File: config.mk
export PLATFORM = sky130hd
export DESIGN_NAME = issueStage
export DESIGN_NICKNAME = d
export VERILOG_FILES = /design/src/hdl/isaPkg.sv /design/src/hdl/pipePkg.sv /design/src/hdl/instrQueue.sv /design/src/hdl/instrDecode.sv /design/src/hdl/stageTrack.sv /design/src/hdl/hazardCtrl.sv /design/src/hdl/issueStage.sv
export VERILOG_INCLUDE_DIRS = /design/src /design/src/hdl
export SDC_FILE = /design/constraint.sdc
export NUM_CORES = 1
export LEC_CHECK = 0
export BUFFER_PORTS_ARGS = -buffer_cell sky130_fd_sc_hd__buf_2
export CAP_MARGIN = 25
export CORE_ASPECT_RATIO = 1.25
export CORE_MARGIN = 4
export CORE_UTILIZATION = 60
export DETAILED_ROUTE_END_ITERATION = 10
export PLACE_DENSITY = 0.84
export SYNTH_ARGS = -nofsm -noshare
export SYNTH_HDL_FRONTEND = slang
export SYNTH_SLANG_ARGS = --single-unit
File: constraint.sdc
create_clock -name clk -period 7.5 [get_ports clk]
set_input_delay 0.75 -clock clk [delete_from_list [all_inputs] [get_ports clk]]
set_output_delay 0.75 -clock clk [all_outputs]
set_load 0.1 [all_outputs]
File: src/hdl/pipe_defs.svh
`ifndef PIPE_DEFS_SVH
`define PIPE_DEFS_SVH

// Instruction, immediate, operand and address width.
`define DATA_WIDTH 16

// Eight architectural registers.
`define REG_IDX_WIDTH 3

// Tracked stages after IF: ID, EX, MEM, WB.
`define PIPE_DEPTH 4

// Queue depth and the fetch source's starting credits.
`define QUEUE_CREDITS 4

`endif

File: src/hdl/isaPkg.sv
`include "pipe_defs.svh"

package isaPkg;

    typedef logic [`REG_IDX_WIDTH-1:0] regIdxT;

    typedef logic [4:0] opcodeT;

    // Instruction word, most significant field first.
    typedef struct packed {
        opcodeT     opcode;   // Bits 15 to 11.
        regIdxT     rs;       // Bits 10 to 8.
        regIdxT     rt;       // Bits 7 to 5.
        regIdxT     rd;       // Bits 4 to 2.
        logic [1:0] funct;    // Not looked at by issue.
    } instrT;

    // Coarse class, enough for hazard checks.
    // 111xx jump, 011xx branch, 10000 load, 10001 store, rest ALU.
    typedef enum logic [2:0] {
        ALU,
        LOAD,
        STORE,
        BRANCH,
        JUMP
    } opClassT;

endpackage

File: src/hdl/pipePkg.sv
`include "pipe_defs.svh"

package pipePkg;

    // Register write in flight. All zero is an empty slot.
    typedef struct packed {
        logic           valid;
        isaPkg::regIdxT rd;
    } regTrackT;

    // Memory access in flight, keyed by effective address.
    typedef struct packed {
        logic                   valid;
        logic [`DATA_WIDTH-1:0] addr;
    } memTrackT;

endpackage

File: src/hdl/instrQueue.sv
`timescale 1ns/1ps
`include "pipe_defs.svh"

module instrQueue (
    input  logic                   clk,
    input  logic                   rst,
    input  logic                   inValid,
    input  isaPkg::instrT          inInstr,
    input  logic [`DATA_WIDTH-1:0] inImm,
    input  logic [`DATA_WIDTH-1:0] inReg1Data,
    input  logic                   pop,
    output logic                   headValid,
    output isaPkg::instrT          headInstr,
    output logic [`DATA_WIDTH-1:0] headImm,
    output logic [`DATA_WIDTH-1:0] headReg1Data,
    output logic                   creditReturn
);

    localparam int bundleWidth = 3 * `DATA_WIDTH;
    localparam int ptrWidth    = $clog2(`QUEUE_CREDITS);
    localparam int cntWidth    = $clog2(`QUEUE_CREDITS + 1);

    logic [bundleWidth-1:0] entries [`QUEUE_CREDITS];
    logic [bundleWidth-1:0] headBundle;
    logic [ptrWidth-1:0]    wrPtr;
    logic [ptrWidth-1:0]    rdPtr;
    logic [cntWidth-1:0]    count;
    logic                   doPop;

    // Wraps for any depth, not only powers of two.
    function automatic logic [ptrWidth-1:0] nextPtr(input logic [ptrWidth-1:0] ptr);
        if (ptr == ptrWidth'(`QUEUE_CREDITS - 1)) begin
            return '0;
        end
        return ptr + 1'b1;
    endfunction

    assign headValid = (count != '0);
    assign doPop     = pop & headValid;   // A pop on empty is dropped.

    // Credits guarantee a free slot for every beat.
    always_ff @(posedge clk) begin
        if (inValid) begin
            entries[wrPtr] <= {inInstr, inImm, inReg1Data};
        end
    end

    always_ff @(posedge clk) begin
        if (rst) begin
            wrPtr        <= '0;
            rdPtr        <= '0;
            count        <= '0;
            creditReturn <= 1'b0;
        end else begin
            creditReturn <= doPop;   // One credit back per pop, a cycle later.
            if (inValid) begin
                wrPtr <= nextPtr(wrPtr);
            end
            if (doPop) begin
                rdPtr <= nextPtr(rdPtr);
            end
            case ({inValid, doPop})
                2'b10:   count <= count + 1'b1;
                2'b01:   count <= count - 1'b1;
                default: count <= count;
            endcase
        end
    end

    // Head is read from the array, so a new beat shows up a cycle after its write.
    assign headBundle   = entries[rdPtr];
    assign headInstr    = headBundle[bundleWidth-1 -: `DATA_WIDTH];
    assign headImm      = headBundle[2*`DATA_WIDTH-1 -: `DATA_WIDTH];
    assign headReg1Data = headBundle[`DATA_WIDTH-1:0];

endmodule

File: src/hdl/instrDecode.sv
`timescale 1ns/1ps
`include "pipe_defs.svh"

module instrDecode (
    input  isaPkg::instrT          headInstr,
    input  logic [`DATA_WIDTH-1:0] headImm,
    input  logic [`DATA_WIDTH-1:0] headReg1Data,
    output isaPkg::regIdxT         rs,
    output isaPkg::regIdxT         rt,
    output isaPkg::regIdxT         rd,
    output isaPkg::opClassT        opClass,
    output logic                   writesReg,
    output logic                   memAccess,
    output logic [`DATA_WIDTH-1:0] memAddr
);

    import isaPkg::*;

    assign rs = headInstr.rs;
    assign rt = headInstr.rt;
    assign rd = headInstr.rd;

    always_comb begin
        casez (headInstr.opcode)
            5'b111??: opClass = JUMP;
            5'b011??: opClass = BRANCH;
            5'b10000: opClass = LOAD;
            5'b10001: opClass = STORE;
            default:  opClass = ALU;
        endcase
    end

    // Loads and ALU ops produce a result in rd.
    assign writesReg = (opClass == ALU) || (opClass == LOAD);
    assign memAccess = (opClass == LOAD) || (opClass == STORE);

    // Base plus immediate. Carry out dropped.
    assign memAddr = headReg1Data + headImm;

endmodule

File: src/hdl/stageTrack.sv
`timescale 1ns/1ps
`include "pipe_defs.svh"

module stageTrack #(
    parameter type recordT = logic
) (
    input  logic   clk,
    input  logic   rst,
    input  recordT recIn,
    output recordT stageRec [`PIPE_DEPTH]
);

    // Slot 0 is ID, the last slot is WB.
    always_ff @(posedge clk) begin
        if (rst) begin
            for (int i = 0; i < `PIPE_DEPTH; i++) begin
                stageRec[i] <= '0;   // Zero means empty.
            end
        end else begin
            stageRec[0] <= recIn;
            for (int i = 1; i < `PIPE_DEPTH; i++) begin
                stageRec[i] <= stageRec[i-1];   // No stall downstream.
            end
        end
    end

endmodule

File: src/hdl/hazardCtrl.sv
`timescale 1ns/1ps
`include "pipe_defs.svh"

module hazardCtrl (
    input  logic                   clk,
    input  logic                   rst,
    input  logic                   headValid,
    input  isaPkg::regIdxT         rs,
    input  isaPkg::regIdxT         rt,
    input  isaPkg::regIdxT         rd,
    input  isaPkg::opClassT        opClass,
    input  logic                   writesReg,
    input  logic                   memAccess,
    input  logic [`DATA_WIDTH-1:0] memAddr,
    input  pipePkg::regTrackT      regStages [`PIPE_DEPTH],
    input  pipePkg::memTrackT      memStages [`PIPE_DEPTH],
    output logic                   pop,
    output logic                   issueValid,
    output logic                   nop,
    output logic                   pcStall,
    output pipePkg::regTrackT      regIn,
    output pipePkg::memTrackT      memIn
);

    import isaPkg::*;

    logic regHaz;
    logic memHaz;
    logic hazard;
    logic issue;
    logic shadow;
    logic isJumpBranch;

    // Both source fields checked, whether the op reads rt or not.
    always_comb begin
        regHaz = 1'b0;
        memHaz = 1'b0;
        for (int i = 0; i < `PIPE_DEPTH; i++) begin
            if (regStages[i].valid &&
                (regStages[i].rd == rs || regStages[i].rd == rt)) begin
                regHaz = 1'b1;
            end
            // Only memory ops leave valid memory records.
            if (memAccess && memStages[i].valid && memStages[i].addr == memAddr) begin
                memHaz = 1'b1;
            end
        end
    end

    assign hazard       = headValid & (regHaz | memHaz);
    assign isJumpBranch = (opClass == BRANCH) || (opClass == JUMP);

    assign issue      = headValid & ~hazard & ~shadow;
    assign pop        = issue;
    assign issueValid = issue;
    assign nop        = ~issue;              // Any cycle without an issue is a bubble.
    assign pcStall    = hazard & ~shadow;    // The shadow bubble does not hold fetch.

    // One slot after a control transfer.
    always_ff @(posedge clk) begin
        if (rst) begin
            shadow <= 1'b0;
        end else begin
            shadow <= issue & isJumpBranch;
        end
    end

    always_comb begin
        regIn = '0;
        memIn = '0;
        if (issue) begin
            regIn.valid = writesReg;
            regIn.rd    = rd;
            memIn.valid = memAccess;
            memIn.addr  = memAddr;
        end
    end

endmodule

File: src/hdl/issueStage.sv
`timescale 1ns/1ps
`include "pipe_defs.svh"

module issueStage (
    input  logic                   clk,
    input  logic                   rst,
    input  logic                   inValid,
    input  isaPkg::instrT          inInstr,
    input  logic [`DATA_WIDTH-1:0] inImm,
    input  logic [`DATA_WIDTH-1:0] inReg1Data,
    output logic                   creditReturn,
    output logic                   issueValid,
    output isaPkg::instrT          issueInstr,
    output logic [`DATA_WIDTH-1:0] issueAddr,
    output logic                   nop,
    output logic                   pcStall
);

    import isaPkg::*;
    import pipePkg::*;

    logic                   headValid;
    instrT                  headInstr;
    logic [`DATA_WIDTH-1:0] headImm;
    logic [`DATA_WIDTH-1:0] headReg1Data;
    logic                   pop;
    regIdxT                 rs;
    regIdxT                 rt;
    regIdxT                 rd;
    opClassT                opClass;
    logic                   writesReg;
    logic                   memAccess;
    logic [`DATA_WIDTH-1:0] memAddr;
    regTrackT               regIn;
    memTrackT               memIn;
    regTrackT               regStages [`PIPE_DEPTH];
    memTrackT               memStages [`PIPE_DEPTH];

    instrQueue uQueue (
        .clk, .rst, .inValid, .inInstr, .inImm, .inReg1Data, .pop,
        .headValid, .headInstr, .headImm, .headReg1Data, .creditReturn
    );

    instrDecode uDecode (
        .headInstr, .headImm, .headReg1Data,
        .rs, .rt, .rd, .opClass, .writesReg, .memAccess, .memAddr
    );

    stageTrack #(.recordT(regTrackT)) uRegTrack (.clk, .rst, .recIn(regIn), .stageRec(regStages));

    stageTrack #(.recordT(memTrackT)) uMemTrack (.clk, .rst, .recIn(memIn), .stageRec(memStages));

    hazardCtrl uCtrl (
        .clk, .rst, .headValid, .rs, .rt, .rd, .opClass, .writesReg, .memAccess,
        .memAddr, .regStages, .memStages,
        .pop, .issueValid, .nop, .pcStall, .regIn, .memIn
    );

    // Meaningful only with issueValid.
    assign issueInstr = headInstr;
    assign issueAddr  = memAddr;

endmodule

==> impl_summary.md, run 1 <==
Status
The flow ran to the end, and the final reports show no timing, DRC or antenna violations.

STA
The maximum achievable frequency is 154.3 MHz. For the pin with the worst max-slew slack, the measured transition is 0.8687 ns. The final worst-path cycle share is about 86%. Setup violations remaining at the end of the flow were counted as 0. The relative max-transition margin is approximately two fifths. The final count of hold timing violations is 0. Clock skew on the completed layout was measured at ~0.017 ns. The number of max-slew violations in the final report is 0. Counting I/O delays and the setup requirement, the final critical path takes about 6.5 ns. Setup repair after global routing left no endpoint under its margin. The final worst-path setup slack is just over 1 ns.

Critical path
The delay of the slowest critical-path stage is between 0.6 and 0.7 ns. The maximum fanout count along the critical path is 24. The critical path data arrival time is 5.73 ns.

For this design, the slowest cell found on the critical path is dfxtp_4. The endpoint identified for the worst register-to-register timing path is uQueue.count[2]. The data required time of the critical path is 6.75 ns. The worst register-to-register path has a setup slack of 1.34 ns. The worst setup path is captured at an output pin. The class of the most critical setup path is flip-flop to output pin. Walking the worst path, the cells encountered are mux4_2 -> ha_1 -> fa_1 -> a211o_1 -> a221oi_4 -> mux2i_1 -> or2_0 -> o2111ai_1 -> nor4_1 -> and3_1 -> o41a_4 -> nor2_1 -> nor3_2 -> buf_2. STA classifies the critical path startpoint as a flip-flop. The length in cells of the worst reg-to-reg path is 18.

Detailed routing
The pre-antenna-repair detailed-routing pass consisted of 5 iterations. The remaining antenna violation count is 0. The routed wire length is 23710 microns.

After the first detailed-routing iteration, the DRC count stood at between 500 and 600. Dividing the detail-routed wire length by the instance count gives roughly 20 microns. Detailed routing inserted a total of about 6900 vias. The total DRC errors in the routed layout is 0. The via count normalized by instance count is just under 6.

GRT
The first global-routing pass estimated 38450 microns of wire. After global routing the overflow that remains totals 0. The pin count of the biggest net entering global routing is slightly below 80.

In the global route stage, overall resource usage came out at a little over a fifth. The number of antenna violations at the first check in global routing is 0. The number of global-route vias before repair is between 7000 and 8000.

Clock tree
Gates resized during post-CTS repair numbered 0. The cell at the root of the clock tree is clkbuf_16. Clock-pin slew was measured on the worst setup and hold paths at ~0.060 ns.

Counting every sink on the clock net gives about 290. The clock buffer count from CTS is 28. After clock tree synthesis, the flow added hold-fix buffers numbering 0.

TritonCTS built the clock tree. Once the clock tree was built, the setup fixing pass inserted 0 buffers. For the worst-skew pair, the clock arrives at the later sink with an insertion delay of approximately 0.53 ns. In this run the deepest clock path goes through 3 buffers. CTS built an H-tree with a depth of 1.

Floorplan
The number of top-level pins is between 80 and 90. The area of the core region is 0.01968 sq mm. The row count is 57. The floorplan step defined a die boundary enclosing about 0.023 sq mm. The starting density of the core is 61.60%.

In this run the vertical extent of the chip is ~170 microns. The width of the die is around 140 microns.

Placed design
The congestion estimate from routability-driven global placement came to roughly 0.85. The number of input and output port buffers inserted is 86. The post-DP HPWL is ~15000 microns.

At the placement stage, the worst setup path has a slack of 1.321 ns.

Synth
The netlist area before placement is roughly 0.012 sq mm. In the synthesized netlist the async set-or-reset flop fraction comes to 0%. The Yosys warning count is 0. The flop and latch count out of synthesis is between 200 and 300.

In this run, distinct cell masters in the synthesized netlist total 71. Summed over all instances, the cell type with the most area after synthesis is edfxtp_1. Synthesis produced about 800 cells. Sorting the synthesized cells by area gives the leading types as edfxtp_1, dfxtp_1, mux4_2. For this run, the leading register cell type out of synthesis is edfxtp_1.

When the netlist entered floorplanning its net count stood at 871. The top cell type's share of synthesized area is a little under half. The sequential element share of the synthesized area is 63.23%. Yosys mapped a number of flops with a built-in enable equal to about 190. The mean instance size in the synthesized netlist is roughly 15 sq um.

Finish
The layout overhead on the synthesized area is 13.34%. In the final layout, the share of cells above drive strength 1 is between 20% and 30%. The antenna cell count is 0.

The most common library cell in the layout ignoring fill and taps is edfxtp_1. The number of nets in the layout is about 960. The library cells used most frequently in the layout, excluding fill and tap cells, are edfxtp_1, dfxtp_1, buf_2.

Hold path
The startpoint of the worst hold path is inImm[7]. Counting instances, the worst hold path has a depth of 1. The path with the worst hold slack has its endpoint at uQueue.entries[1][23]. The path class of the lowest-slack min-delay path is input port to flip-flop.

Flow run
The tool flagged a number of max-cap violations equal to 0.
metrics by stage:
stage          utilization (%)  area [sq um]  hold WS, ns  std cells  setup TNS, ns
2_1_floorplan                -         12160       0.4312        797        -0.1083
4_1_cts                  69.82         13740       0.4180       1167              0
5_1_grt                  69.82         13740       0.4150       1167              0
6_report                 69.82         13740       0.4313       1167              0
3_3_place_gp             65.05         12800       0.4427       1115              0
3_5_place_dp             65.07         12810       0.4474       1116              0
metal layers:
| metal | GRT usage, % | wire length [microns] | vias up |
|---|---|---|---|
| met1 | 28.80 | 9587 | 3436 |
| li1 | - | - | 3152 |
| met5 | 0 | 0 | - |
| met3 | 3.621 | 1374 | 56 |
| met2 | 36.61 | 12020 | 245 |
| met4 | 6.883 | 728 | 0 |
layout make-up:
class / count / area (sq um)
clock inverters: 14 / 178.9
well taps: 265 / 331.6
inverters: 15 / 56.30
flip-flops and latches: 287 / 7672
clock buffers: 37 / 755.7
multi-input cells: 453 / 4245
repair buffers: 96 / 503.0
fillers: 1283 / 5941
synthesized netlist by cell type, types with 3 or more instances:
master       n
xor2_1      35
o21ai_0     12
buf_2       15
buf_1        5
ha_1        21
or3_1        4
o2111ai_1    4
nor3_1      18
mux4_2      47
a21oi_1     16
nor4_1      11
a22o_1       5
nand4_1      9
nand3_1      9
xnor2_1     48
or2_2        3
a211oi_1     3
nand2_1     20
and2_1      25
clkbuf_1    18
and3_1       6
mux2i_1      4
and4_1       4
a21o_1       4
edfxtp_1   192
o22ai_1      3
xnor3_1      7
o21a_1       3
o21ai_1      5
dfxtp_1     95
nor2_1      16
inv_1       15
nor2b_1     64
nand2b_1     3
kinds of logic after synthesis:
logic type      synth area share, %
flops                         63.23
compound gates                5.232
fa+ha+maj                     2.497
xor+xnor                      7.822
mux                           9.060
simple gates                  10.05
buf+inv                       2.105
worst max-delay path: cells and delay by family (launching register included):
family / cells / cell delay [ns]
AOI/OAI and AO/OA: 4 / 1.17
and+or+nand+nor: 5 / 1.11
muxes: 2 / 1.03
adders and majority gates: 2 / 0.77
DFF: 1 / 0.68
buffers and inverters: 1 / 0.44
sequential cells by signal, summed over array words and instances (netlist names), named ones only:
register and flops:
uRegTrack.stageRec 16, uMemTrack.stageRec 68, uQueue.entries 192, uQueue.count 3, uQueue.wrPtr 2, uCtrl.shadow 1
uQueue.creditReturn 1, uQueue.rdPtr 2
how the worst max path moves through the flow:
stage	end	from	slack, ns	cells after the start
final	pcStall	flip-flop	1.02	14
after global routing	pcStall	flip-flop	0.70	14
after CTS	nop	flip-flop	0.99	14
after detailed placement	uQueue.count[2]	flip-flop	1.32	18
after global placement	uQueue.count[2]	flip-flop	1.50	18
after floorplan	pcStall	flip-flop	-0.11	16
Power of run 1 is left out: the tool's default activity adds up to more than one toggle a clock period on the data nets, which glitch-free logic cannot reach.
==> run 2, diff against run 1 <==
- CORE_UTILIZATION: 60 -> 54
- PLACE_DENSITY: 0.84 -> 0.8
- clock period: 7.5 -> 5.3 ns (I/O delays scaled with it)
==> impl_summary.md, run 2 (synthesis results as in run 1) <==
Status
Status: finished, violations left (was completed). The final reports fail on setup timing.

STA
The final count of hold timing violations came to 0 (unchanged). The final worst-path cycle share is 103.7%. The maximum achievable frequency is 181.9 MHz. The pin slew with the least headroom to its limit is 0.8377 ns (was 0.8687 ns).

The number of endpoints failing setup at the final stage is 3 (was 0). The final clock skew is 0.007296 ns (was 0.01660 ns). The final worst-path setup slack is -0.1976 ns (was 1.018 ns). The clock period minus final worst setup slack is around 5.5 ns. The relative max-transition margin was 44.15% (was 41.90%).

The number of max-slew violations in the final report is 0 (unchanged). Unrepaired setup endpoints after global routing: true (was false).

Floorplan
The floorplan die height was 175.5 microns (was 166.9 microns). The width of the die came to 142.0 microns (was 135.2 microns). The area of the core region is 0.02221 sq mm (was 0.01968 sq mm). The row count is 61 (was 57). The area enclosed by the die boundary came to 0.02493 sq mm (was 0.02256 sq mm). The starting density of the core is 54.59% (was 61.60%).

The number of top-level pins is 87 (unchanged).

Detailed routing
The violation count after the first detailed-routing iteration is 398 (was 575). The via count came to 6991 (was 6889). The detailed-router iteration count before antenna repair came to 5 (unchanged). The average routed wire per standard cell is 19.92 microns (was 20.32 microns). The via count normalized by instance count is 5.620 (was 5.903). The routed wire length is 24780 microns (was 23710 microns). The total DRC errors in the routed layout was 0 (unchanged).

The remaining antenna violation count is 0 (unchanged).

Finish
Most used cells in the layout excluding fill and tap cells: edfxtp_1, dfxtp_1, buf_2 (unchanged). The register area is 0.007672 sq mm (unchanged). The number of nets in the layout is 1014 (was 955). The multi-input combinational cell area came to 0.004472 sq mm (was 0.004245 sq mm). Leading registers by flop count: uQueue.entries: 192 flops, uMemTrack.stageRec: 68 flops, uRegTrack.stageRec: 16 flops (unchanged). The antenna cell count is 0 (unchanged). The most common library cell in the layout ignoring fill and taps is edfxtp_1 (unchanged). The layout overhead on the synthesized area is 20.32% (was 13.34%). The fraction of final layout cells with drive strength greater than 1 is 31.74% (was 23.95%). The flip-flop count of the largest register, all copies and words added is 192 (unchanged). The filler cell count in the final layout came to 1456 (was 1283).

The register bank with the most flops is uQueue.entries (unchanged). The final standard cell utilization of the core came to 65.69% (was 69.82%).

Critical path
The kind of cell adding the most delay to the critical path is compound AO/OA/AOI/OAI gates (unchanged). The class of the most critical setup path was flip-flop to output pin (unchanged). Critical path cell sequence: mux4_2 -> ha_4 -> fa_2 -> a211o_1 -> a221o_2 -> a32o_2 -> o211ai_4 -> buf_6 -> xnor2_1 -> nor2_1 -> and4_1 -> o41a_4 -> nor2_4 -> buf_6 -> clkinvlp_4 -> buf_12 (was mux4_2 -> ha_1 -> fa_1 -> a211o_1 -> a221oi_4 -> mux2i_1 -> or2_0 -> o2111ai_1 -> nor4_1 -> and3_1 -> o41a_4 -> nor2_1 -> nor3_2 -> buf_2). The delay of the slowest critical-path stage was 0.55 ns (was 0.68 ns). The maximum fanout count along the critical path is 7 (was 24).

The data required time of the critical path is 4.77 ns (was 6.75 ns). The critical path endpoint category is an output pin (unchanged). The critical path data arrival time was 4.97 ns (was 5.73 ns). The buffers plus inverters on the worst setup path is 4 (was 1). The cell with the largest stage delay on the worst path is mux4_2 (was dfxtp_4). The cell type with the highest occurrence count on the critical path is buf_6. The kind of start point of the critical path was a flip-flop (unchanged).

GRT
The number of antenna violations at the first check in global routing is 0 (unchanged). The pin count of the biggest net entering global routing is 79 (unchanged). The wire length of the first global-routing pass is 38100 microns (was 38450 microns). The overall overflow remaining after global route is 0 (unchanged). The aggregate global-route resource usage is 19.39% (was 21.64%). The number of global-route vias before repair came to 7023 (was 7123).

Placed design
The number of input and output port buffers inserted was 86 (unchanged). The global placement routability congestion is 0.8561 (was 0.8536). The pre-CTS setup slack is 0.03714 ns (was 1.321 ns). The post-DP HPWL is 15800 microns (was 15350 microns).

Clock tree
The cell at the root of the clock tree is clkbuf_16 (unchanged). The CTS sink count is 287 (unchanged). The buffer levels on the longest clock path came to 3 (unchanged). The number of hold buffers added after CTS was 0 (unchanged). The clock-pin slew on the worst setup and hold paths is 0.06 ns (about the same).

The clock buffer count from CTS came to 28 (unchanged). The clock insertion delay at the later pin of the skew report was 0.53 ns (about the same). The CTS tree is built (unchanged). The deepest level of the CTS H-tree was 1 (unchanged).

Flow run
The max-cap violation count is 0 (unchanged).

Hold path
The path class of the lowest-slack min-delay path is input port to flip-flop (unchanged).
[run 2: final timing paths]
kind,startpoint,endpoint,slack [ns],cells after the start
worst max-delay path,flip-flop,nop,-0.20,16
worst min-delay path,inInstr[10],uQueue.entries[1][42],0.21,1
worst max register to register,flip-flop,uQueue.count[2],0,20
worst min register to register,uMemTrack.stageRec[50],uMemTrack.stageRec[33],0.46,1
[run 2: worst reg2reg max path: stages (launching register included)]
cell	delay, ns
dfxtp_4	0.41
mux4_2	0.55
ha_4	0.19
fa_2	0.35
a211o_1	0.36
a221o_2	0.45
a32o_2	0.28
o211ai_4	0.25
buf_6	0.14
xnor2_1	0.11
nor2_1	0.06
and4_1	0.21
o41a_4	0.53
nor2_4	0.16
buf_6	0.12
ha_4	0.13
inv_2	0.04
fa_2	0.32
xor2_1	0.15
or3_1	0.30
a21oi_1	0.12
[run 2: routing by layer]
layer  track usage [%]  wire, microns  up-vias
li1                  -              -     3260
met1             26.51          10530     3534
met2             32.70          12630      156
met3             2.914           1057       41
met4             5.200            569        0
met5                 0              0        -
[run 2: layout make-up]
type / count / share of cell area [%]
inverters: 15 / 0.4117
repair buffers: 155 / 7.547
flip-flops and latches: 287 / 52.59
clock inverters: 19 / 1.321
clock buffers: 32 / 5.051
well taps: 283 / 2.427
multi-input cells: 453 / 30.65
[run 2: stage by stage]
stage / instances / cell area (sq um) / TNS [ns] / hold slack (ns)
6_report: 1244 / 14590 / -0.5397 / 0.2137
5_1_grt: 1244 / 14590 / -1.170 / 0.2027
4_1_cts: 1231 / 14310 / -0.3661 / 0.1944
3_5_place_dp: 1168 / 13240 / 0 / 0.4569
3_3_place_gp: 1168 / 13240 / 0 / 0.4419
2_1_floorplan: 797 / 12300 / -2.261 / 0.4312
[run 2: repair_timing]
action | in CTS | in global routing
endpoints found under the hold margin | 0 | 0
gates cloned | 0 | 1
resized for setup | 13 | 28
setup buffers | 12 | 12
endpoints found under the setup margin | 3 | 5
pin swaps | 16 | 12
Power of run 2 is left out for the same reason.
